$ cat src/bsrDecPkg.sv
// BSR decoder package.
// Shared word, register, micro-command, operand form and size encodings
// used by every stage of the instruction decoder.
`default_nettype none

package bsrDecPkg;

	typedef logic [15:0] instrT;
	typedef logic [5:0] regIdT;
	typedef logic [7:0] ucmdT;
	typedef logic [4:0] fmidT;
	typedef logic [2:0] btyT;
	typedef logic [3:0] ixtKindT;

	// Special registers sit above the 16 general registers.
	parameter regIdT REG_DLR = 6'h10;	// Scratch destination.
	parameter regIdT REG_SP  = 6'h11;
	parameter regIdT REG_PC  = 6'h12;
	parameter regIdT REG_IMM = 6'h1E;	// Operand comes from the immediate.
	parameter regIdT REG_ZZR = 6'h1F;	// Reads as zero.

	// Micro-commands.
	parameter ucmdT UCMD_NOP      = 8'h00;
	parameter ucmdT UCMD_MOVB_RM  = 8'h01;
	parameter ucmdT UCMD_MOVW_RM  = 8'h02;
	parameter ucmdT UCMD_MOVL_RM  = 8'h03;
	parameter ucmdT UCMD_MOVUB_RM = 8'h04;
	parameter ucmdT UCMD_MOVUW_RM = 8'h05;
	parameter ucmdT UCMD_MOVB_MR  = 8'h09;
	parameter ucmdT UCMD_MOVW_MR  = 8'h0A;
	parameter ucmdT UCMD_MOVL_MR  = 8'h0B;
	parameter ucmdT UCMD_MOVUB_MR = 8'h0C;
	parameter ucmdT UCMD_MOVUW_MR = 8'h0D;
	parameter ucmdT UCMD_ALU_ADD   = 8'h10;
	parameter ucmdT UCMD_ALU_SUB   = 8'h11;
	parameter ucmdT UCMD_ALU_ADC   = 8'h12;
	parameter ucmdT UCMD_ALU_SBB   = 8'h13;
	parameter ucmdT UCMD_ALU_TST   = 8'h14;
	parameter ucmdT UCMD_ALU_AND   = 8'h15;
	parameter ucmdT UCMD_ALU_OR    = 8'h16;
	parameter ucmdT UCMD_ALU_XOR   = 8'h17;
	parameter ucmdT UCMD_ALU_MULS  = 8'h18;
	parameter ucmdT UCMD_ALU_MULU  = 8'h19;
	parameter ucmdT UCMD_ALU_CMPEQ = 8'h1A;
	parameter ucmdT UCMD_ALU_CMPHI = 8'h1B;
	parameter ucmdT UCMD_ALU_CMPGT = 8'h1C;
	parameter ucmdT UCMD_ALU_CMPGE = 8'h1D;
	parameter ucmdT UCMD_ALU_LDIX  = 8'h1E;
	parameter ucmdT UCMD_ALU_LDISH = 8'h1F;
	parameter ucmdT UCMD_MOV_RR    = 8'h20;
	parameter ucmdT UCMD_MOV_IR    = 8'h21;
	parameter ucmdT UCMD_MOV_PUSH  = 8'h22;
	parameter ucmdT UCMD_MOV_PUSHC = 8'h23;
	parameter ucmdT UCMD_MOV_POP   = 8'h24;
	parameter ucmdT UCMD_MOV_POPC  = 8'h25;
	parameter ucmdT UCMD_CF_BRA = 8'h30;
	parameter ucmdT UCMD_CF_BSR = 8'h31;
	parameter ucmdT UCMD_CF_BT  = 8'h32;
	parameter ucmdT UCMD_CF_BF  = 8'h33;
	parameter ucmdT UCMD_OP_IXT = 8'h3E;	// System op whose subcode rides in the extension byte.
	parameter ucmdT UCMD_INVOP  = 8'h3F;

	// System op subcodes.
	parameter ucmdT IX_NONE  = 8'h00;
	parameter ucmdT IX_RTS   = 8'h01;
	parameter ucmdT IX_SLEEP = 8'h02;
	parameter ucmdT IX_BREAK = 8'h03;
	parameter ucmdT IX_CLRT  = 8'h04;
	parameter ucmdT IX_SETT  = 8'h05;
	parameter ucmdT IX_CLRS  = 8'h06;
	parameter ucmdT IX_SETS  = 8'h07;
	parameter ucmdT IX_NOTT  = 8'h08;
	parameter ucmdT IX_NOTS  = 8'h09;
	parameter ucmdT IX_RTE   = 8'h0C;

	// Operand forms.
	parameter fmidT FMID_INV        = 5'd0;
	parameter fmidT FMID_Z          = 5'd1;
	parameter fmidT FMID_REG        = 5'd2;
	parameter fmidT FMID_REGREG     = 5'd3;
	parameter fmidT FMID_IMM8REG    = 5'd4;
	parameter fmidT FMID_IMM8Z      = 5'd5;
	parameter fmidT FMID_IMM8N      = 5'd6;
	parameter fmidT FMID_REGSTREG   = 5'd7;
	parameter fmidT FMID_LDREGREG   = 5'd8;
	parameter fmidT FMID_REGSTDRREG = 5'd9;
	parameter fmidT FMID_LDDRREGREG = 5'd10;
	parameter fmidT FMID_REGSTDRPC  = 5'd11;
	parameter fmidT FMID_LDDRPCREG  = 5'd12;
	parameter fmidT FMID_IMM4ZREG   = 5'd13;
	parameter fmidT FMID_IMM4NREG   = 5'd14;
	parameter fmidT FMID_DRPC       = 5'd15;
	parameter fmidT FMID_PCDISP8    = 5'd16;
	parameter fmidT FMID_IMM12Z     = 5'd17;
	parameter fmidT FMID_IMM12N     = 5'd18;
	parameter fmidT FMID_REGSTDI4SP = 5'd19;
	parameter fmidT FMID_LDDI4SPREG = 5'd20;

	// Access sizes. Bit 2 is set for the unsigned loads.
	parameter btyT BTY_SB = 3'd0;
	parameter btyT BTY_SW = 3'd1;
	parameter btyT BTY_SL = 3'd2;
	parameter btyT BTY_UB = 3'd4;
	parameter btyT BTY_UW = 3'd5;

	// Addressing kinds in the top nibble of the extension byte.
	parameter ixtKindT IXT_REG = 4'd0;	// Base plus scaled index register.
	parameter ixtKindT IXT_RDL = 4'd1;	// Base plus scaled DLR.
	parameter ixtKindT IXT_RDI = 4'd2;	// Base plus scaled immediate.

endpackage

`default_nettype wire

$ cat src/bsrDecOp.sv
// BSR instruction decoder top level.
// Classifies a strobed word, routes its operands and formats the
// immediate, then registers the result for one cycle of latency.
`timescale 1ns/1ns
`default_nettype none

module bsrDecOp #(
	parameter int ImmWidth = 32
) (
	input wire clock,
	input wire rst,
	input wire bsrDecPkg::instrT istrWord,
	input wire istrValid,
	output bsrDecPkg::regIdT idRegN,
	output bsrDecPkg::regIdT idRegM,
	output logic [ImmWidth-1:0] idImm,
	output bsrDecPkg::ucmdT idUCmd,
	output logic [7:0] idUIxt,
	output logic idValid
);
	import bsrDecPkg::*;

	ucmdT ucmd;
	fmidT fmid;
	btyT bty;
	ucmdT ixSub;
	regIdT regN;
	regIdT regM;
	logic [ImmWidth-1:0] imm;
	logic [7:0] uixt;

	bsrOpClassify classify_i (
		.istrWord(istrWord),
		.ucmd(ucmd),
		.fmid(fmid),
		.bty(bty),
		.ixSub(ixSub)
	);

	bsrOperandRoute route_i (
		.istrWord(istrWord),
		.fmid(fmid),
		.regN(regN),
		.regM(regM)
	);

	bsrImmFormat #(
		.ImmWidth(ImmWidth)
	) immFmt_i (
		.istrWord(istrWord),
		.fmid(fmid),
		.bty(bty),
		.ixSub(ixSub),
		.imm(imm),
		.uixt(uixt)
	);

	always_ff @(posedge clock) begin
		if (rst) begin
			idValid <= 1'b0;
			idUCmd <= UCMD_INVOP;
			idRegN <= REG_ZZR;
			idRegM <= REG_ZZR;
			idImm <= '0;
			idUIxt <= 8'h00;
		end else begin
			idValid <= istrValid;	// High for one cycle per strobe.
			if (istrValid) begin
				idUCmd <= ucmd;
				idRegN <= regN;
				idRegM <= regM;
				idImm <= imm;
				idUIxt <= uixt;
			end
		end
	end

endmodule

`default_nettype wire

$ cat src/bsrImmFormat.sv
// Immediate formatter for the BSR decoder.
// Extends the immediate field to ImmWidth bits and packs the extension
// byte from addressing kind, load flag and access size.
`timescale 1ns/1ns
`default_nettype none

module bsrImmFormat #(
	parameter int ImmWidth = 32
) (
	input wire bsrDecPkg::instrT istrWord,
	input wire bsrDecPkg::fmidT fmid,
	input wire bsrDecPkg::btyT bty,
	input wire bsrDecPkg::ucmdT ixSub,
	output logic [ImmWidth-1:0] imm,
	output logic [7:0] uixt
);
	import bsrDecPkg::*;

	ixtKindT kind;
	logic isLoad;
	logic hasIxt;

	always_comb begin
		case (fmid)
			FMID_IMM8REG, FMID_PCDISP8:
				imm = {{(ImmWidth-8){istrWord[7]}}, istrWord[7:0]};
			FMID_IMM8Z:
				imm = {{(ImmWidth-8){1'b0}}, istrWord[7:0]};
			FMID_IMM8N:
				imm = {{(ImmWidth-8){1'b1}}, istrWord[7:0]};
			FMID_IMM12Z:
				imm = {{(ImmWidth-12){1'b0}}, istrWord[11:0]};
			FMID_IMM12N:
				imm = {{(ImmWidth-12){1'b1}}, istrWord[11:0]};
			FMID_IMM4ZREG, FMID_REGSTDI4SP, FMID_LDDI4SPREG:
				imm = {{(ImmWidth-4){1'b0}}, istrWord[3:0]};
			FMID_IMM4NREG:
				imm = {{(ImmWidth-4){1'b1}}, istrWord[3:0]};
			default:
				imm = '0;
		endcase
	end

	always_comb begin
		kind = IXT_REG;
		isLoad = 1'b0;
		hasIxt = 1'b1;
		case (fmid)
			FMID_REGSTREG: kind = IXT_REG;
			FMID_LDREGREG: begin
				kind = IXT_REG;
				isLoad = 1'b1;
			end
			FMID_REGSTDRREG, FMID_REGSTDRPC: kind = IXT_RDL;
			FMID_LDDRREGREG, FMID_LDDRPCREG, FMID_DRPC: begin
				kind = IXT_RDL;
				isLoad = 1'b1;
			end
			FMID_REGSTDI4SP: kind = IXT_RDI;
			FMID_PCDISP8, FMID_LDDI4SPREG: begin
				kind = IXT_RDI;
				isLoad = 1'b1;	// Branches count as loads of the target.
			end
			default: hasIxt = 1'b0;
		endcase
	end

	// System forms carry their subcode instead of an addressing mode.
	assign uixt = (fmid == FMID_Z || fmid == FMID_REG) ? ixSub :
		hasIxt ? {kind, isLoad, bty} : 8'h00;

endmodule

`default_nettype wire

$ cat src/bsrOpClassify.sv
// Opcode classifier for the BSR decoder.
// Maps an instruction word to its micro-command, operand form,
// access size and system subcode.
`timescale 1ns/1ns
`default_nettype none

module bsrOpClassify (
	input wire bsrDecPkg::instrT istrWord,
	output bsrDecPkg::ucmdT ucmd,
	output bsrDecPkg::fmidT fmid,
	output bsrDecPkg::btyT bty,
	output bsrDecPkg::ucmdT ixSub
);
	import bsrDecPkg::*;

	logic [23:0] row;	// {ucmd, fmid, bty, ixSub}.

	function automatic logic [23:0] ent(ucmdT u, fmidT f, btyT b);
		return {u, f, b, IX_NONE};
	endfunction

	function automatic logic [23:0] sysOp(ucmdT ix);
		return {UCMD_OP_IXT, FMID_Z, BTY_SB, ix};
	endfunction

	always_comb begin
		casez (istrWord)
			// Register indexed stores and loads.
			16'h00??: row = ent(UCMD_MOVB_RM, FMID_REGSTREG, BTY_SB);
			16'h01??: row = ent(UCMD_MOVW_RM, FMID_REGSTREG, BTY_SW);
			16'h02??: row = ent(UCMD_MOVL_RM, FMID_REGSTREG, BTY_SL);
			16'h03??: row = ent(UCMD_MOVUB_MR, FMID_LDREGREG, BTY_UB);
			16'h04??: row = ent(UCMD_MOVB_RM, FMID_REGSTDRREG, BTY_SB);
			16'h05??: row = ent(UCMD_MOVW_RM, FMID_REGSTDRREG, BTY_SW);
			16'h06??: row = ent(UCMD_MOVL_RM, FMID_REGSTDRREG, BTY_SL);
			16'h07??: row = ent(UCMD_MOVUB_MR, FMID_LDDRREGREG, BTY_UB);
			16'h08??: row = ent(UCMD_MOVB_MR, FMID_LDREGREG, BTY_SB);
			16'h09??: row = ent(UCMD_MOVW_MR, FMID_LDREGREG, BTY_SW);
			16'h0A??: row = ent(UCMD_MOVL_MR, FMID_LDREGREG, BTY_SL);
			16'h0B??: row = ent(UCMD_MOVUW_MR, FMID_LDREGREG, BTY_UW);
			16'h0C??: row = ent(UCMD_MOVB_MR, FMID_LDDRREGREG, BTY_SB);
			16'h0D??: row = ent(UCMD_MOVW_MR, FMID_LDDRREGREG, BTY_SW);
			16'h0E??: row = ent(UCMD_MOVL_MR, FMID_LDDRREGREG, BTY_SL);
			16'h0F??: row = ent(UCMD_MOVUW_MR, FMID_LDDRREGREG, BTY_UW);

			// Two register ALU ops. 0x1A and 0x1B are unassigned.
			16'h10??: row = ent(UCMD_ALU_ADD, FMID_REGREG, BTY_SB);
			16'h11??: row = ent(UCMD_ALU_SUB, FMID_REGREG, BTY_SB);
			16'h12??: row = ent(UCMD_ALU_ADC, FMID_REGREG, BTY_SB);
			16'h13??: row = ent(UCMD_ALU_SBB, FMID_REGREG, BTY_SB);
			16'h14??: row = ent(UCMD_ALU_TST, FMID_REGREG, BTY_SB);
			16'h15??: row = ent(UCMD_ALU_AND, FMID_REGREG, BTY_SB);
			16'h16??: row = ent(UCMD_ALU_OR, FMID_REGREG, BTY_SB);
			16'h17??: row = ent(UCMD_ALU_XOR, FMID_REGREG, BTY_SB);
			16'h18??: row = ent(UCMD_MOV_RR, FMID_REGREG, BTY_SB);
			16'h19??: row = ent(UCMD_ALU_MULS, FMID_REGREG, BTY_SB);
			16'h1C??: row = ent(UCMD_ALU_CMPEQ, FMID_REGREG, BTY_SB);
			16'h1D??: row = ent(UCMD_ALU_CMPHI, FMID_REGREG, BTY_SB);
			16'h1E??: row = ent(UCMD_ALU_CMPGT, FMID_REGREG, BTY_SB);
			16'h1F??: row = ent(UCMD_ALU_MULU, FMID_REGREG, BTY_SB);

			16'h20??: row = ent(UCMD_CF_BRA, FMID_PCDISP8, BTY_SW);	// Word scaled displacement.
			16'h21??: row = ent(UCMD_CF_BSR, FMID_PCDISP8, BTY_SW);
			16'h22??: row = ent(UCMD_CF_BT, FMID_PCDISP8, BTY_SW);
			16'h23??: row = ent(UCMD_CF_BF, FMID_PCDISP8, BTY_SW);
			16'h24??: row = ent(UCMD_ALU_LDIX, FMID_IMM8Z, BTY_SB);
			16'h25??: row = ent(UCMD_ALU_LDIX, FMID_IMM8N, BTY_SB);
			16'h26??: row = ent(UCMD_ALU_LDISH, FMID_IMM8Z, BTY_SB);
			16'h28??: row = ent(UCMD_MOVL_RM, FMID_REGSTDI4SP, BTY_SL);
			16'h29??: row = ent(UCMD_MOVW_RM, FMID_REGSTDI4SP, BTY_SW);
			16'h2A??: row = ent(UCMD_MOVL_MR, FMID_LDDI4SPREG, BTY_SL);
			16'h2B??: row = ent(UCMD_MOVW_MR, FMID_LDDI4SPREG, BTY_SW);
			16'h2C??: row = ent(UCMD_ALU_CMPEQ, FMID_IMM4ZREG, BTY_SB);
			16'h2D??: row = ent(UCMD_ALU_CMPEQ, FMID_IMM4NREG, BTY_SB);
			16'h2E??: row = ent(UCMD_ALU_CMPGT, FMID_IMM4ZREG, BTY_SB);
			16'h2F??: row = ent(UCMD_ALU_CMPGE, FMID_IMM4ZREG, BTY_SB);

			// Exact system words must be matched ahead of the 0x30zN patterns.
			16'h3000: row = ent(UCMD_NOP, FMID_Z, BTY_SB);
			16'h3010: row = sysOp(IX_RTS);
			16'h3020: row = sysOp(IX_SLEEP);
			16'h3030: row = sysOp(IX_BREAK);
			16'h3040: row = sysOp(IX_CLRT);
			16'h3050: row = sysOp(IX_SETT);
			16'h3060: row = sysOp(IX_CLRS);
			16'h3070: row = sysOp(IX_SETS);
			16'h3080: row = sysOp(IX_NOTT);
			16'h3090: row = sysOp(IX_NOTS);
			16'h30C0: row = sysOp(IX_RTE);
			16'h3002: row = ent(UCMD_CF_BRA, FMID_DRPC, BTY_SW);
			16'h3012: row = ent(UCMD_CF_BSR, FMID_DRPC, BTY_SW);
			16'h3022: row = ent(UCMD_CF_BT, FMID_DRPC, BTY_SW);
			16'h3032: row = ent(UCMD_CF_BF, FMID_DRPC, BTY_SW);

			// PC plus DLR access and the stack ops take their register from bits 7:4.
			16'h30?4: row = ent(UCMD_MOVB_RM, FMID_REGSTDRPC, BTY_SB);
			16'h30?5: row = ent(UCMD_MOVW_RM, FMID_REGSTDRPC, BTY_SW);
			16'h30?6: row = ent(UCMD_MOVL_RM, FMID_REGSTDRPC, BTY_SL);
			16'h30?7: row = ent(UCMD_MOVUB_MR, FMID_LDDRPCREG, BTY_UB);
			16'h30?8: row = ent(UCMD_MOV_PUSH, FMID_REG, BTY_SB);
			16'h30?9: row = ent(UCMD_MOV_PUSHC, FMID_REG, BTY_SB);
			16'h30?A: row = ent(UCMD_MOV_POP, FMID_REG, BTY_SB);
			16'h30?B: row = ent(UCMD_MOV_POPC, FMID_REG, BTY_SB);
			16'h30?C: row = ent(UCMD_MOVB_MR, FMID_LDDRPCREG, BTY_SB);
			16'h30?D: row = ent(UCMD_MOVW_MR, FMID_LDDRPCREG, BTY_SW);
			16'h30?E: row = ent(UCMD_MOVL_MR, FMID_LDDRPCREG, BTY_SL);
			16'h30?F: row = ent(UCMD_MOVUW_MR, FMID_LDDRPCREG, BTY_UW);

			16'hA???: row = ent(UCMD_ALU_LDIX, FMID_IMM12Z, BTY_SB);
			16'hB???: row = ent(UCMD_ALU_LDIX, FMID_IMM12N, BTY_SB);
			16'hC???: row = ent(UCMD_ALU_ADD, FMID_IMM8REG, BTY_SB);	// Rn += simm8.
			16'hE???: row = ent(UCMD_MOV_IR, FMID_IMM8REG, BTY_SB);
			default: row = ent(UCMD_INVOP, FMID_INV, BTY_SB);
		endcase
	end

	assign {ucmd, fmid, bty, ixSub} = row;

endmodule

`default_nettype wire

$ cat src/bsrOperandRoute.sv
// Operand router for the BSR decoder.
// Picks the two register selectors from the operand form and the
// register fields of the instruction word.
`timescale 1ns/1ns
`default_nettype none

module bsrOperandRoute (
	input wire bsrDecPkg::instrT istrWord,
	input wire bsrDecPkg::fmidT fmid,
	output bsrDecPkg::regIdT regN,
	output bsrDecPkg::regIdT regM
);
	import bsrDecPkg::*;

	regIdT fieldO;
	regIdT fieldN;
	regIdT fieldM;

	assign fieldO = {2'b00, istrWord[11:8]};
	assign fieldN = {2'b00, istrWord[7:4]};
	assign fieldM = {2'b00, istrWord[3:0]};

	always_comb begin
		case (fmid)
			FMID_REGREG, FMID_REGSTREG, FMID_LDREGREG,
			FMID_REGSTDRREG, FMID_LDDRREGREG: begin
				regN = fieldN;
				regM = fieldM;
			end
			FMID_IMM8REG: begin
				regN = fieldO;	// Destination sits in the high nibble.
				regM = REG_IMM;
			end
			FMID_IMM8Z, FMID_IMM8N, FMID_IMM12Z, FMID_IMM12N: begin
				regN = REG_DLR;
				regM = REG_IMM;
			end
			FMID_IMM4ZREG, FMID_IMM4NREG: begin
				regN = fieldN;
				regM = REG_IMM;
			end
			FMID_PCDISP8, FMID_DRPC: begin
				regN = REG_DLR;
				regM = REG_PC;
			end
			FMID_REGSTDRPC: begin
				regN = REG_PC;	// Stores put the base on the N side.
				regM = fieldN;
			end
			FMID_LDDRPCREG: begin
				regN = fieldN;
				regM = REG_PC;
			end
			FMID_REGSTDI4SP: begin
				regN = REG_SP;
				regM = fieldN;
			end
			FMID_LDDI4SPREG: begin
				regN = fieldN;
				regM = REG_SP;
			end
			FMID_REG: begin
				regN = fieldN;
				regM = REG_ZZR;
			end
			default: begin
				regN = REG_ZZR;
				regM = REG_ZZR;
			end
		endcase
	end

endmodule

`default_nettype wire

$ cat config.mk
export PLATFORM = sky130hd
export DESIGN_NAME = bsrDecOp
export DESIGN_NICKNAME = d
export VERILOG_FILES = /design/src/bsrDecPkg.sv /design/src/bsrDecOp.sv /design/src/bsrImmFormat.sv /design/src/bsrOpClassify.sv /design/src/bsrOperandRoute.sv
export SDC_FILE = /design/constraint.sdc
export NUM_CORES = 1
export LEC_CHECK = 0
export BUFFER_PORTS_ARGS = -buffer_cell sky130_fd_sc_hd__buf_2
export CORE_AREA = 2 2 101 103
export DETAILED_ROUTE_END_ITERATION = 7
export DIE_AREA = 0 0 103 105
export GPL_ROUTABILITY_DRIVEN = 0
export SKIP_LAST_GASP = 1
export SLEW_MARGIN = 20
export SYNTH_ARGS = -nofsm -noshare
export SYNTH_HDL_FRONTEND = slang
export SYNTH_SLANG_ARGS = --single-unit
$ cat constraint.sdc
create_clock -name clock -period 2.7 [get_ports clock]
set_clock_uncertainty 0.1 [all_clocks]
set_input_delay 0.405 -clock clock [delete_from_list [all_inputs] [get_ports clock]]
set_output_delay 0.405 -clock clock [all_outputs]
set_load 0.05 [all_outputs]
==> run summary, run 1 <==
The cell count of the worst reg-to-reg path works out to 3. The detail route stage leaves a number of antenna-violating nets equal to 0. The met1 usage in global routing came out at 0.2721. Number of pins with negative max-slew slack in the final report: 0. The run gives 36 as the number of core rows.

The synthesized netlist occupies a cell area of 3118 µm². The tightest min-delay check is of the in2reg type. Counting flops with a built-in enable in the synthesized netlist gives 0.

The tools report the max-cap violation count as 0. The initial standard-cell utilization of the core was 0.3235; the diode insertion count for antenna repair was 0. The die covers 10820 µm².

For the pin with the worst max-slew slack, the measured transition is 626.9 ps. The total overflow left after global routing is 0. The share of Yosys cell area claimed by the top area cell type is 0.2311, and the cell count after synthesis is 428.

Maximum fanout along the worst path: 9. The worst hold path begins at istrWord[0]. The HPWL after detailed placement was 8744 µm; the worst slew slack as a fraction of its limit was 0.5776. After the first detailed-routing iteration, the DRC count stood at 394.

The tools report the capturing element of the worst setup path as idRegM[0]. The synthesized design spends more area on one cell type than any other, namely dfxtp_1. The register bit count reported by yosys was 36; the distinct cell type count after synthesis was 73.

The net count of the finished layout is 561. The endpoint required time on the critical path was 2820 ps; the wire length of the first global-routing pass was 17530 µm. Setup violations remaining at the end of the flow were counted as 0. Proportion of synthesized flip-flops having asynchronous set or reset: 0. The run gives 0 as the final-report hold violation count. The tools report the total length of routed wires as 10920 µm.

The worst flop-to-flop path startpoint was idUCmd[2]. The tightest hold path in the finished design has a slack of 319.0 ps. The logs give 1760 ps for the reg2reg setup slack and 0.263 for the relative contribution of the clock network to total power. For this run, the detailed router's first-pass iteration total came to 5.

VDD sags by at most 0.0001895 V. Entering global routing, the biggest net connects 22 pins. The fraction of final layout cells sized beyond drive strength 1 was 0.3646.

The root buffer cell chosen for the clock tree is clkbuf_8. The logs give 80 for the number of I/O pins and 3462 for the number of global-route vias before repair. The tools report the total via count in the routed design as 3719. Quantity of I/O buffers inserted on ports: 73.

The top achievable clock speed was 393.3 MHz. The startpoint class of the critical path was an input pin. The prevailing post-synth register cell was dfxtp_1.

Power spread over the standard cell area amounts to 376.3 nW/µm². The ratio of final minimum period to clock period is 0.9417. The logs give 0.4228 for the core occupancy in the finished layout and 3964 µm² for the post-placement cell area.

The floorplan step set the die width to 103 µm. Summed over all nets, the switching power comes to 573.9 µW. The run gives 0.03344 as the global routing usage on met3. Buffers inserted to repair hold after CTS numbered 0. The average instance in the mapped netlist occupies 7.285 µm².

For the global routing met2 resource utilization, the log shows 0.3391. After floorplanning, the core was sized to cover 9639 µm². The average wire length per cell after detail routing works out to 16.16 µm.

The data arrival time of the critical path was 2670 ps. The most critical setup path has its startpoint at istrWord[6]. The global-route usage over all layers was 0.2025; the CTS clock-pin slew for the worst setup and hold paths was 70 ps.

The worst path in the final design needs a cycle of 2542 ps, including I/O delays and setup. After synthesis, the cell types taking the most area are dfxtp_1 23%, buf_4 6.5%, o21ai_0 5.6%. The part of the total power dissipated in sequential elements came out at 0.371.

The internal power consumption was 959.6 µW; the number of warnings printed during yosys synthesis was 0. Compared with the post-synthesis result, the final layout area differs by 30.70%. The later pin in the worst-skew pair is clocked with a latency of 290 ps. The tools report the clock sink total as 36. The share of the yosys chip area belonging to registers is 0.2311.

The initial antenna violation count was 0. Classification of the worst setup path: in2reg. The switching part of the total power is 0.3742. met2 is the most crowded layer. TritonCTS built the clock tree. The total non-filler cell area in the finished layout came out at 4075 µm². The kind of capture point of the worst setup path is a flop. The overall power is 1533 µW. The flow ran to the end, and the final reports show no timing, DRC or antenna violations. The via count normalized by instance count was 5.501; the cell count after placement was 667. The endpoint of the worst-slack reg-to-reg timing path was idUCmd[2]. The static leakage came out at 0.001853 µW. In this run the deepest clock path goes through 2 buffers.

Number of clock buffers inserted by TritonCTS: 5. The logs give 0.366 for the proportion of power drawn by combinational gates and 0 for the number of design rule violations left after detail routing. The floorplan step set the die height to 105 µm.

Once layout is complete, the cells apart from fillers number 676. The depth of the CTS H-tree is 2.
[stage by stage]
step | TNS [ps] | setup slack, ps
3_3_place_gp | -633.3 | -69.46
2_1_floorplan | 0 | 98.80
4_1_cts | 0 | 163.9
3_5_place_dp | -1119 | -138.7
6_report | 0 | 157.5
5_1_grt | -117.7 | -46.98
[per-layer routing]
metal | share of wire | up-vias
met5 | 0 | -
met4 | 0.0093 | 0
met3 | 0.075 | 15
met2 | 0.47 | 185
met1 | 0.44 | 1732
li1 | - | 1787
[state kept, by name, summed over array words and instances (netlist names)]
signal   count
idUIxt       6
idUCmd       6
idRegN       5
idValid      1
idImm       13
idRegM       5
[power groups by stage]
stage          combinational [µW]  sequential, µW  clock (µW)
4_1_cts                       554             569         406
2_1_floorplan                 287             668           0
3_3_place_gp                  547             580           0
3_5_place_dp                  552             581           0
6_report                      562             569         403
5_1_grt                       601             572         435
[cells in the final DEF (no fill, tap or decap), types with 2 or more instances in the layout]
cell / instances
buf_4: 91
buf_2: 73
nor2_1: 39
dfxtp_1: 36
o21ai_0: 35
nand2_1: 34
a21oi_1: 28
a31oi_1: 20
nand3_1: 11
nor3_1: 11
nand2b_1: 11
a21o_1: 10
or2_2: 8
o211ai_1: 7
nor2b_1: 6
inv_1: 6
nor3b_1: 6
a221oi_1: 6
conb_1: 6
clkbuf_8: 6
and3_1: 5
a22oi_1: 5
o2111ai_1: 4
o22ai_1: 4
o21bai_1: 4
a211o_1: 4
nor4_1: 3
o21a_1: 3
and2_1: 3
a32o_1: 3
nand4_1: 3
o32ai_1: 3
a32oi_1: 3
nor4_2: 2
nor2_2: 2
o21ai_1: 2
a21boi_0: 2
xnor2_1: 2
a211oi_1: 2
[synthesized netlist by cell type (all sizes together), types with 2 or more instances]
library cell	n
inv	7
a221oi	6
a21boi	2
buf	46
xnor2	2
a211o	4
o21bai	4
o211ai	8
nand2b	11
o22ai	4
nor4	5
a22oi	5
a32o	3
nand3	11
nand4	3
a21o	10
nand2	35
o21ai	38
a32oi	3
o32ai	3
or2	8
a311oi	2
a211oi	2
nor3b	6
dfxtp	36
and3	5
o2111ai	4
nor2	41
nor2b	6
a31oi	20
and2	4
or4b	2
clkbuf	16
o21a	4
a21oi	29
nor3	12
[final cells by class]
class | count | area [µm²]
clock buffers | 7 | 86.33
multi-input cells | 327 | 2016
clock inverters | 1 | 7.507
well taps | 133 | 166.4
fillers | 1025 | 5564
inverters | 8 | 30.03
repair buffers | 164 | 1049
flip-flops and latches | 36 | 720.7
[critical path, stage by stage]
cell      delay, ps
buf_2           120
buf_4           170
a21oi_1         260
o21ai_0         180
nor2_2          240
a311o_2         210
o21bai_1        110
a211o_1         310
or4b_1          470
a31oi_1         180
[logic make-up (layout without fill, tap and decap cells)]
group | count (synthesis) | in the layout | synth area share
AOI/OAI and AO/OA | 162 | 162 | 0.3579
and+or+nand+nor | 155 | 155 | 0.2657
buffers and inverters | 70 | 180 | 0.1316
DFF | 36 | 36 | 0.2311
xor gates and xnor gates | 2 | 2 | 0.005619
adders and majority gates | 1 | 1 | 0.003611
other | 1 | 6 | 0.001203
muxes | 1 | 1 | 0.003210
[what timing repair did]
| action | in CTS | in global routing |
|---|---|---|
| setup buffers | 0 | 1 |
| resized for setup | 0 | 2 |
| setup endpoints to repair | 0 | 4 |
| hold endpoints to repair | 0 | 0 |
[worst min-delay path by stage]
stage                     end  slack, ps  cells after the start
finish              idRegM[0]        320                      3
global route        idRegM[0]        330                      3
CTS                 idRegM[0]        310                      3
detailed placement   idImm[5]        350                      2
global placement     idImm[7]        340                      2
floorplan            idImm[9]        570                      2
Power figures use the tool's default switching activity.
==> inputs of run 2 (changes only) <==
Settings changed: CELL_PAD_IN_SITES_DETAIL_PLACEMENT set to 1, CELL_PAD_IN_SITES_GLOBAL_PLACEMENT set to 2, CORE_AREA 2 2 101 103 to 5 5 114 116, CTS_BUF_LIST set to sky130_fd_sc_hd__clkbuf_4, DIE_AREA 0 0 103 105 to 0 0 119 121, PLACE_DENSITY_LB_ADDON set to 0.1.
==> run 2 against run 1 <==
  * Register-to-register slack got worse by 30 ps
  * Flip-flop and latch count is the same
  * Maximum frequency shrank 2.0%
  * Global-route usage is 1.6 points lower
  * Sequential power barely moved
  * Clock power about the same
  * Critical path type unchanged
==> run summary, run 2 (same netlist as run 1, synthesis figures left out) <==
The largest registers in the layout are idImm (13), idUCmd (6), idUIxt (6). The startpoint of the worst hold path was rst. The classification of the worst setup path was in2reg. Total length of routed wires: 13320 µm (+22%). The logs give 0 (unchanged) for the diode insertion count for antenna repair and 0.001991 µW (+7.5%) for the static leakage. Count of cell instances traversed by the critical path: 10 (unchanged). TritonCTS built the clock tree. The endpoint required time on the critical path came out at 2920 ps (+100 ps). Number of DRC markers in iteration 0: 180 (-54%). The tightest min-delay check is of the in2reg type. The ratio of final minimum period to clock period works out to 0.9611 (+0.01946). The logs give 2 (unchanged) for the depth of the CTS H-tree and 40 (+11%) for the number of core rows. Hold buffer count at CTS: 0 (unchanged). The fraction of final layout cells sized beyond drive strength 1 is 0.3993 (+0.03466), and the multi-input gate area in the final layout is 2017 µm² (about the same). The clock period minus final worst setup slack is 2595 ps (+52.53 ps). The number of design rule violations left after detail routing is 0 (unchanged). The average wire length per cell after detail routing was 18.55 µm (+15%); the number of clock buffers inserted by TritonCTS was 5 (unchanged).

In the layout the commonest cells are 118 x buf_4, 73 x buf_2, 39 x nor2_1. The run finished with clean final reports. The slew of the pin with the lowest slew margin is 695.1 ps (+68.15 ps), and the layout overhead on the synthesized area is 38.00%. The via count normalized by instance count was 5.118 (-7.0%); the wire length of the first global-routing pass was 21430 µm (+22%). The worst-case setup slack after placement came out at -387.5 ps (-248.8 ps). The quantity of I/O buffers inserted on ports came out at 73 (unchanged).

The worst register-to-register path ends at idImm[30]. Leaving out fill and tap cells, the most frequent cell in the layout is buf_4. The number of stages on the worst hold path works out to 2 (-1). For the remaining number of nets flagged by the antenna check after routing, the log shows 0 (unchanged). The initial antenna violation count is 0 (unchanged), and the cell count of the worst reg-to-reg path is 2 (-1). The tools report the total congestion overflow as 0 (unchanged). The register with the highest flop count was idImm.

The floorplan die height was 121 µm (+15%); the iteration count of the initial detailed-routing pass was 5 (unchanged). The tools report the kind of capture point of the worst setup path as a flop. Counting stages on the worst path, the most repeated cell is buf_4. The tools report the layout filler cell count as 1503 (+47%). The tools report the data arrival time of the critical path as 2810 ps (+140 ps). The reg2reg setup slack was 1730 ps (-30 ps).

The final-report setup violation count is 0 (unchanged), and the maximum vdd ir drop is 0.0001864 V (-1.6%). For the total via count in the routed design, the log shows 3675 (-1.2%). The later-pin clock latency in the skew report was 370 ps (+80 ps); the top achievable clock speed was 385.4 MHz (-2.0%). Max-cap violation count: 0 (unchanged). The critical path goes through buf_2 -> nor2b_1 -> o311a_1 -> nor3_2 -> a2111oi_2 -> buf_4 -> a21o_1 -> buf_4 -> or4b_1 -> a31oi_1.

Setup repair after global routing left no endpoint under its margin. Power density relative to cell area: 366.8 nW/µm² (-2.5%). Library cell used as clock root buffer: clkbuf_4.

Tracing the worst setup path back leads to its startpoint at istrWord[13]. The critical path buffer and inverter count works out to 3 (+1). The slowest stage of the critical path belongs to the cell or4b_1. The number of global-route vias before repair was 3849 (+11%). For the maximum number of pins on one net before global-route repair, the log shows 22 (unchanged). The worst register-to-register path begins at idImm[30]. STA classifies the critical path startpoint as an input pin. Sequential cell area: 720.7 µm² (unchanged).

Among cell families on the critical path, the largest total delay comes from simple AND/OR/NAND/NOR gates. The delay of the slowest cell on the worst path was 500 ps (+30 ps). The number of nets in the final layout is 589 (+5.0%), and the core footprint is 11810 µm² (+23%).

The number of I/O pins is 80 (unchanged). The core occupancy in the finished layout is 0.3643 (-0.05847), and the number of pins with negative max-slew slack in the final report is 0 (unchanged). End of the worst hold path: idUIxt[0].

The buffer levels on the longest clock path is 2 (unchanged). The global-route usage over all layers was 0.1862 (-0.01638); the horizontal extent of the die was 119 µm (+16%). For the HPWL after detailed placement, the log shows 11020 µm (+26%).

The overall power is 1578 µW (+2.9%), and the number of flip-flops in the largest register is 13 (unchanged). The worst slew slack as a fraction of its limit is 0.5349 (-0.04273), and the CTS clock-pin slew for the worst setup and hold paths is 120 ps (+50 ps). The maximum fanout along the worst path is 15 (+6). The run gives 0 (unchanged) as the final-report hold violation count. The initial standard-cell utilization of the core was 0.2640 (-0.05949). The tools report the clock sink total as 36 (unchanged). The area enclosed by the die boundary is 14400 µm² (+33%), and the worst setup slack after layout is 105.0 ps (-52.53 ps).
==> run 2: area by class of cell <==
cell class / count / area share
Clock buffer: 5 / 0.008723
Clock inverter: 3 / 0.009887
Inverter: 8 / 0.006979
Multi-Input combinational cell: 327 / 0.4687
Sequential cell: 36 / 0.1675
Tap cell: 147 / 0.04274
Timing Repair Buffer: 192 / 0.2954
==> run 2: worst reg2reg max path, delay by kind of cell, from the launching register on <==
family	cells	cell delay [ps]
AND/OR/NAND/NOR	1	90
AO/OA/AOI/OAI	1	90
flip-flops	1	630
==> run 2: power by group <==
part           internal (µW)  total (µW)  switching, µW
clock                    193         406            213
combinational            222         604            383
sequential               556         568           11.8
==> run 2: worst max-delay path by stage <==
stage,end
after floorplan,idUCmd[4]
final,idRegM[0]
after global routing,idImm[5]
after detailed placement,idRegM[3]
after global placement,idRegM[2]
after CTS,idRegM[3]
==> run 2: routing by layer <==
layer | vias to the layer above | routed length [µm] | global-route usage
li1 | 1841 | - | -
met1 | 1782 | 6135 | 0.2374
met2 | 44 | 6673 | 0.3306
met3 | 8 | 400 | 0.02937
met4 | 0 | 112 | 0.03910
met5 | - | 0 | 0
==> run 2: repair_timing <==
item                                    in CTS  in global routing
endpoints found under the setup margin       0                  7
buffers inserted                             0                  0
resized for setup                            0                  4
==> run 2: stage by stage <==
stage / instances / hold WS (ps) / cell area (µm²) / setup TNS (ps)
2_1_floorplan: 433 / 573.3 / 3137 / 0
3_3_place_gp: 710 / 331.3 / 4212 / -4578
3_5_place_dp: 710 / 342.2 / 4212 / -5529
4_1_cts: 718 / 288.0 / 4292 / 0
5_1_grt: 718 / 324.2 / 4303 / 0
6_report: 718 / 305.6 / 4303 / 0
==> inputs of run 3 (changes only) <==
Settings changed: BUFFER_PORTS_ARGS -buffer_cell sky130_fd_sc_hd__buf_2 to -buffer_cell sky130_fd_sc_hd__buf_4.
==> run 3 against run 2 <==
  * Power increased by 0.73%
  * Core utilization increased by 0.48 points
  * Critical path depth increased by 1
  * Die area unchanged
  * Worst hold slack got worse by 52 ps
  * Largest cell class unchanged
==> run summary, run 3 (same netlist as run 1, synthesis figures left out) <==
Classification of the worst setup path: in2reg. The run gives 3660 (-0.41%) as the total via count in the routed design. For the number of clock buffers inserted by TritonCTS, the log shows 5 (unchanged). The largest registers in the layout are idImm (13), idUCmd (6), idUIxt (6). The slew of the pin with the lowest slew margin is 648.2 ps (-46.84 ps), and the global-route usage over all layers is 0.1871 (+0.0009529). The tools report the quantity of gates resized following cts as 0 (unchanged). The fraction of final layout cells sized beyond drive strength 1 was 0.3773 (-0.02204); the wire length of the first global-routing pass was 21710 µm (+1.3%). The horizontal extent of the die is 119 µm (unchanged), and the number of design rule violations left after detail routing is 0 (unchanged). The number of flip-flops in the largest register was 13 (unchanged). The flow ran to the end, and the final reports show no timing, DRC or antenna violations. For the hold buffer count at CTS, the log shows 0 (unchanged). The later-pin clock latency in the skew report came out at 350 ps (-20 ps). The tools report the maximum number of pins on one net before global-route repair as 27 (+23%).

The logs give 10850 µm (-1.5%) for the HPWL after detailed placement and 397.4 MHz (+3.1%) for the top achievable clock speed. The tools report the core footprint as 11810 µm² (unchanged). The number of stages on the worst hold path is 2 (unchanged). The quantity of I/O buffers inserted on ports works out to 73 (unchanged). The tools report the number of pins with negative max-slew slack in the final report as 0 (unchanged). The logs give 0 ps (unchanged) for the final sum of negative setup slack and 0 (unchanged) for the final-report hold violation count. Final-report setup violation count: 0 (unchanged). The CTS clock-pin slew for the worst setup and hold paths came out at 130 ps (about the same). The run gives 1600 ps (-130 ps) as the reg2reg setup slack.

For the diode insertion count for antenna repair, the log shows 0 (unchanged). The count of buffers added by post-CTS timing repair for setup is 0 (unchanged), and the total length of routed wires is 13310 µm (about the same). Maximum fanout along the worst path: 12 (-3). The clock period minus final worst setup slack was 2516 ps (-78.95 ps). In the layout the commonest cells are 173 x buf_4, 39 x nor2_1, 36 x dfxtp_1. The tree is rooted in a clkbuf_4. The iteration count of the initial detailed-routing pass is 4 (-1). Layout overhead on the synthesized area: 39.81%. The number of I/O pins was 80 (unchanged); the number of DRC markers in iteration 0 was 223 (+24%). For the static leakage, the log shows 0.001953 µW (-1.9%). Maximum vdd ir drop: 0.0001544 V (-17%).

idImm holds more flip-flops than any other register. The run gives 2 (unchanged) as the buffer levels on the longest clock path. TritonCTS built the clock tree.

The tools report the area enclosed by the die boundary as 14400 µm² (unchanged). The tools report the number of global-route vias before repair as 3991 (+3.7%). The max-cap violation count is 0 (unchanged). The depth of the CTS H-tree was 2 (unchanged); the initial standard-cell utilization of the core was 0.2640 (unchanged). The core occupancy in the finished layout came out at 0.3691 (+0.004767). The power density relative to cell area was 364.7 nW/µm² (-0.57%).

The via count normalized by instance count was 5.221 (+2.0%). The ratio of final minimum period to clock period came out at 0.9319 (-0.02924). For the clock sink total, the log shows 36 (unchanged). For the worst slew slack as a fraction of its limit, the log shows 0.5663 (+0.03134). Leaving out fill and tap cells, the most frequent cell in the layout is buf_4. The worst setup path is launched from an input pin.

The logs give 572 (-2.9%) for the number of nets in the final layout and 0 (unchanged) for the total congestion overflow. The remaining number of nets flagged by the antenna check after routing came out at 0 (unchanged). The kind of capture point of the worst setup path was a flop. The cell count of the worst reg-to-reg path was 2 (unchanged); the floorplan die height was 121 µm (unchanged).

The average wire length per cell after detail routing is 18.99 µm (+2.3%), and the data arrival time of the critical path is 2710 ps (-100 ps). The class of the most critical hold timing path is in2reg. The run gives 2900 ps (-20 ps) as the endpoint required time on the critical path. Setup repair after global routing left no endpoint under its margin. The number of core rows is 40 (unchanged), and the initial antenna violation count is 0 (unchanged).
-- run 3: worst max-delay path: stages --
cell       delay, ps
buf_4            160
and4bb_1         420
o2111ai_1        240
o211ai_2         160
inv_1             80
a2111oi_0        460
buf_4            180
a21o_1           160
buf_4            160
a22oi_1          100
a31oi_1          180
-- run 3: cell type report --
class	instances	area (µm²)
fillers	1450	7452
multi-input cells	327	2006
repair buffers	175	1339
flip-flops and latches	36	720.7
well taps	147	183.9
clock buffers	6	45.04
clock inverters	2	35.03
inverters	8	30.03
-- run 3: routing by layer --
metal,part of all wire,GRT usage,vias up
li1,-,-,1808
met2,0.50,0.3253,65
met1,0.45,0.2389,1778
met5,0,0,-
met4,0.011,0.04852,0
met3,0.040,0.03263,9
-- run 3: power breakdown --
part	internal [µW]	switching (µW)	total, µW
Clock	204	204	409
Combinational	231	379	611
Sequential	556	13.8	570
Total	992	598	1590
-- run 3: worst paths after layout --
check	start	end
setup / recovery	istrWord[11]	idRegM[2]
hold / removal	rst	idImm[1]
setup reg to reg	idImm[30]	idImm[30]
hold reg to reg	idImm[4]	idImm[4]
-- run 3: per-stage QoR --
stage	hold WS (ps)	total power (µW)	instance area, µm²	setup slack (ps)	std cells
floorplan	573.3	955.7	3137	98.80	433
global placement	340.5	1189	4279	-190.4	693
detailed placement	349.0	1194	4279	-174.7	693
CTS	245.0	1610	4359	209.2	701
global route	274.0	1671	4359	41.43	701
finish	253.6	1590	4359	183.9	701
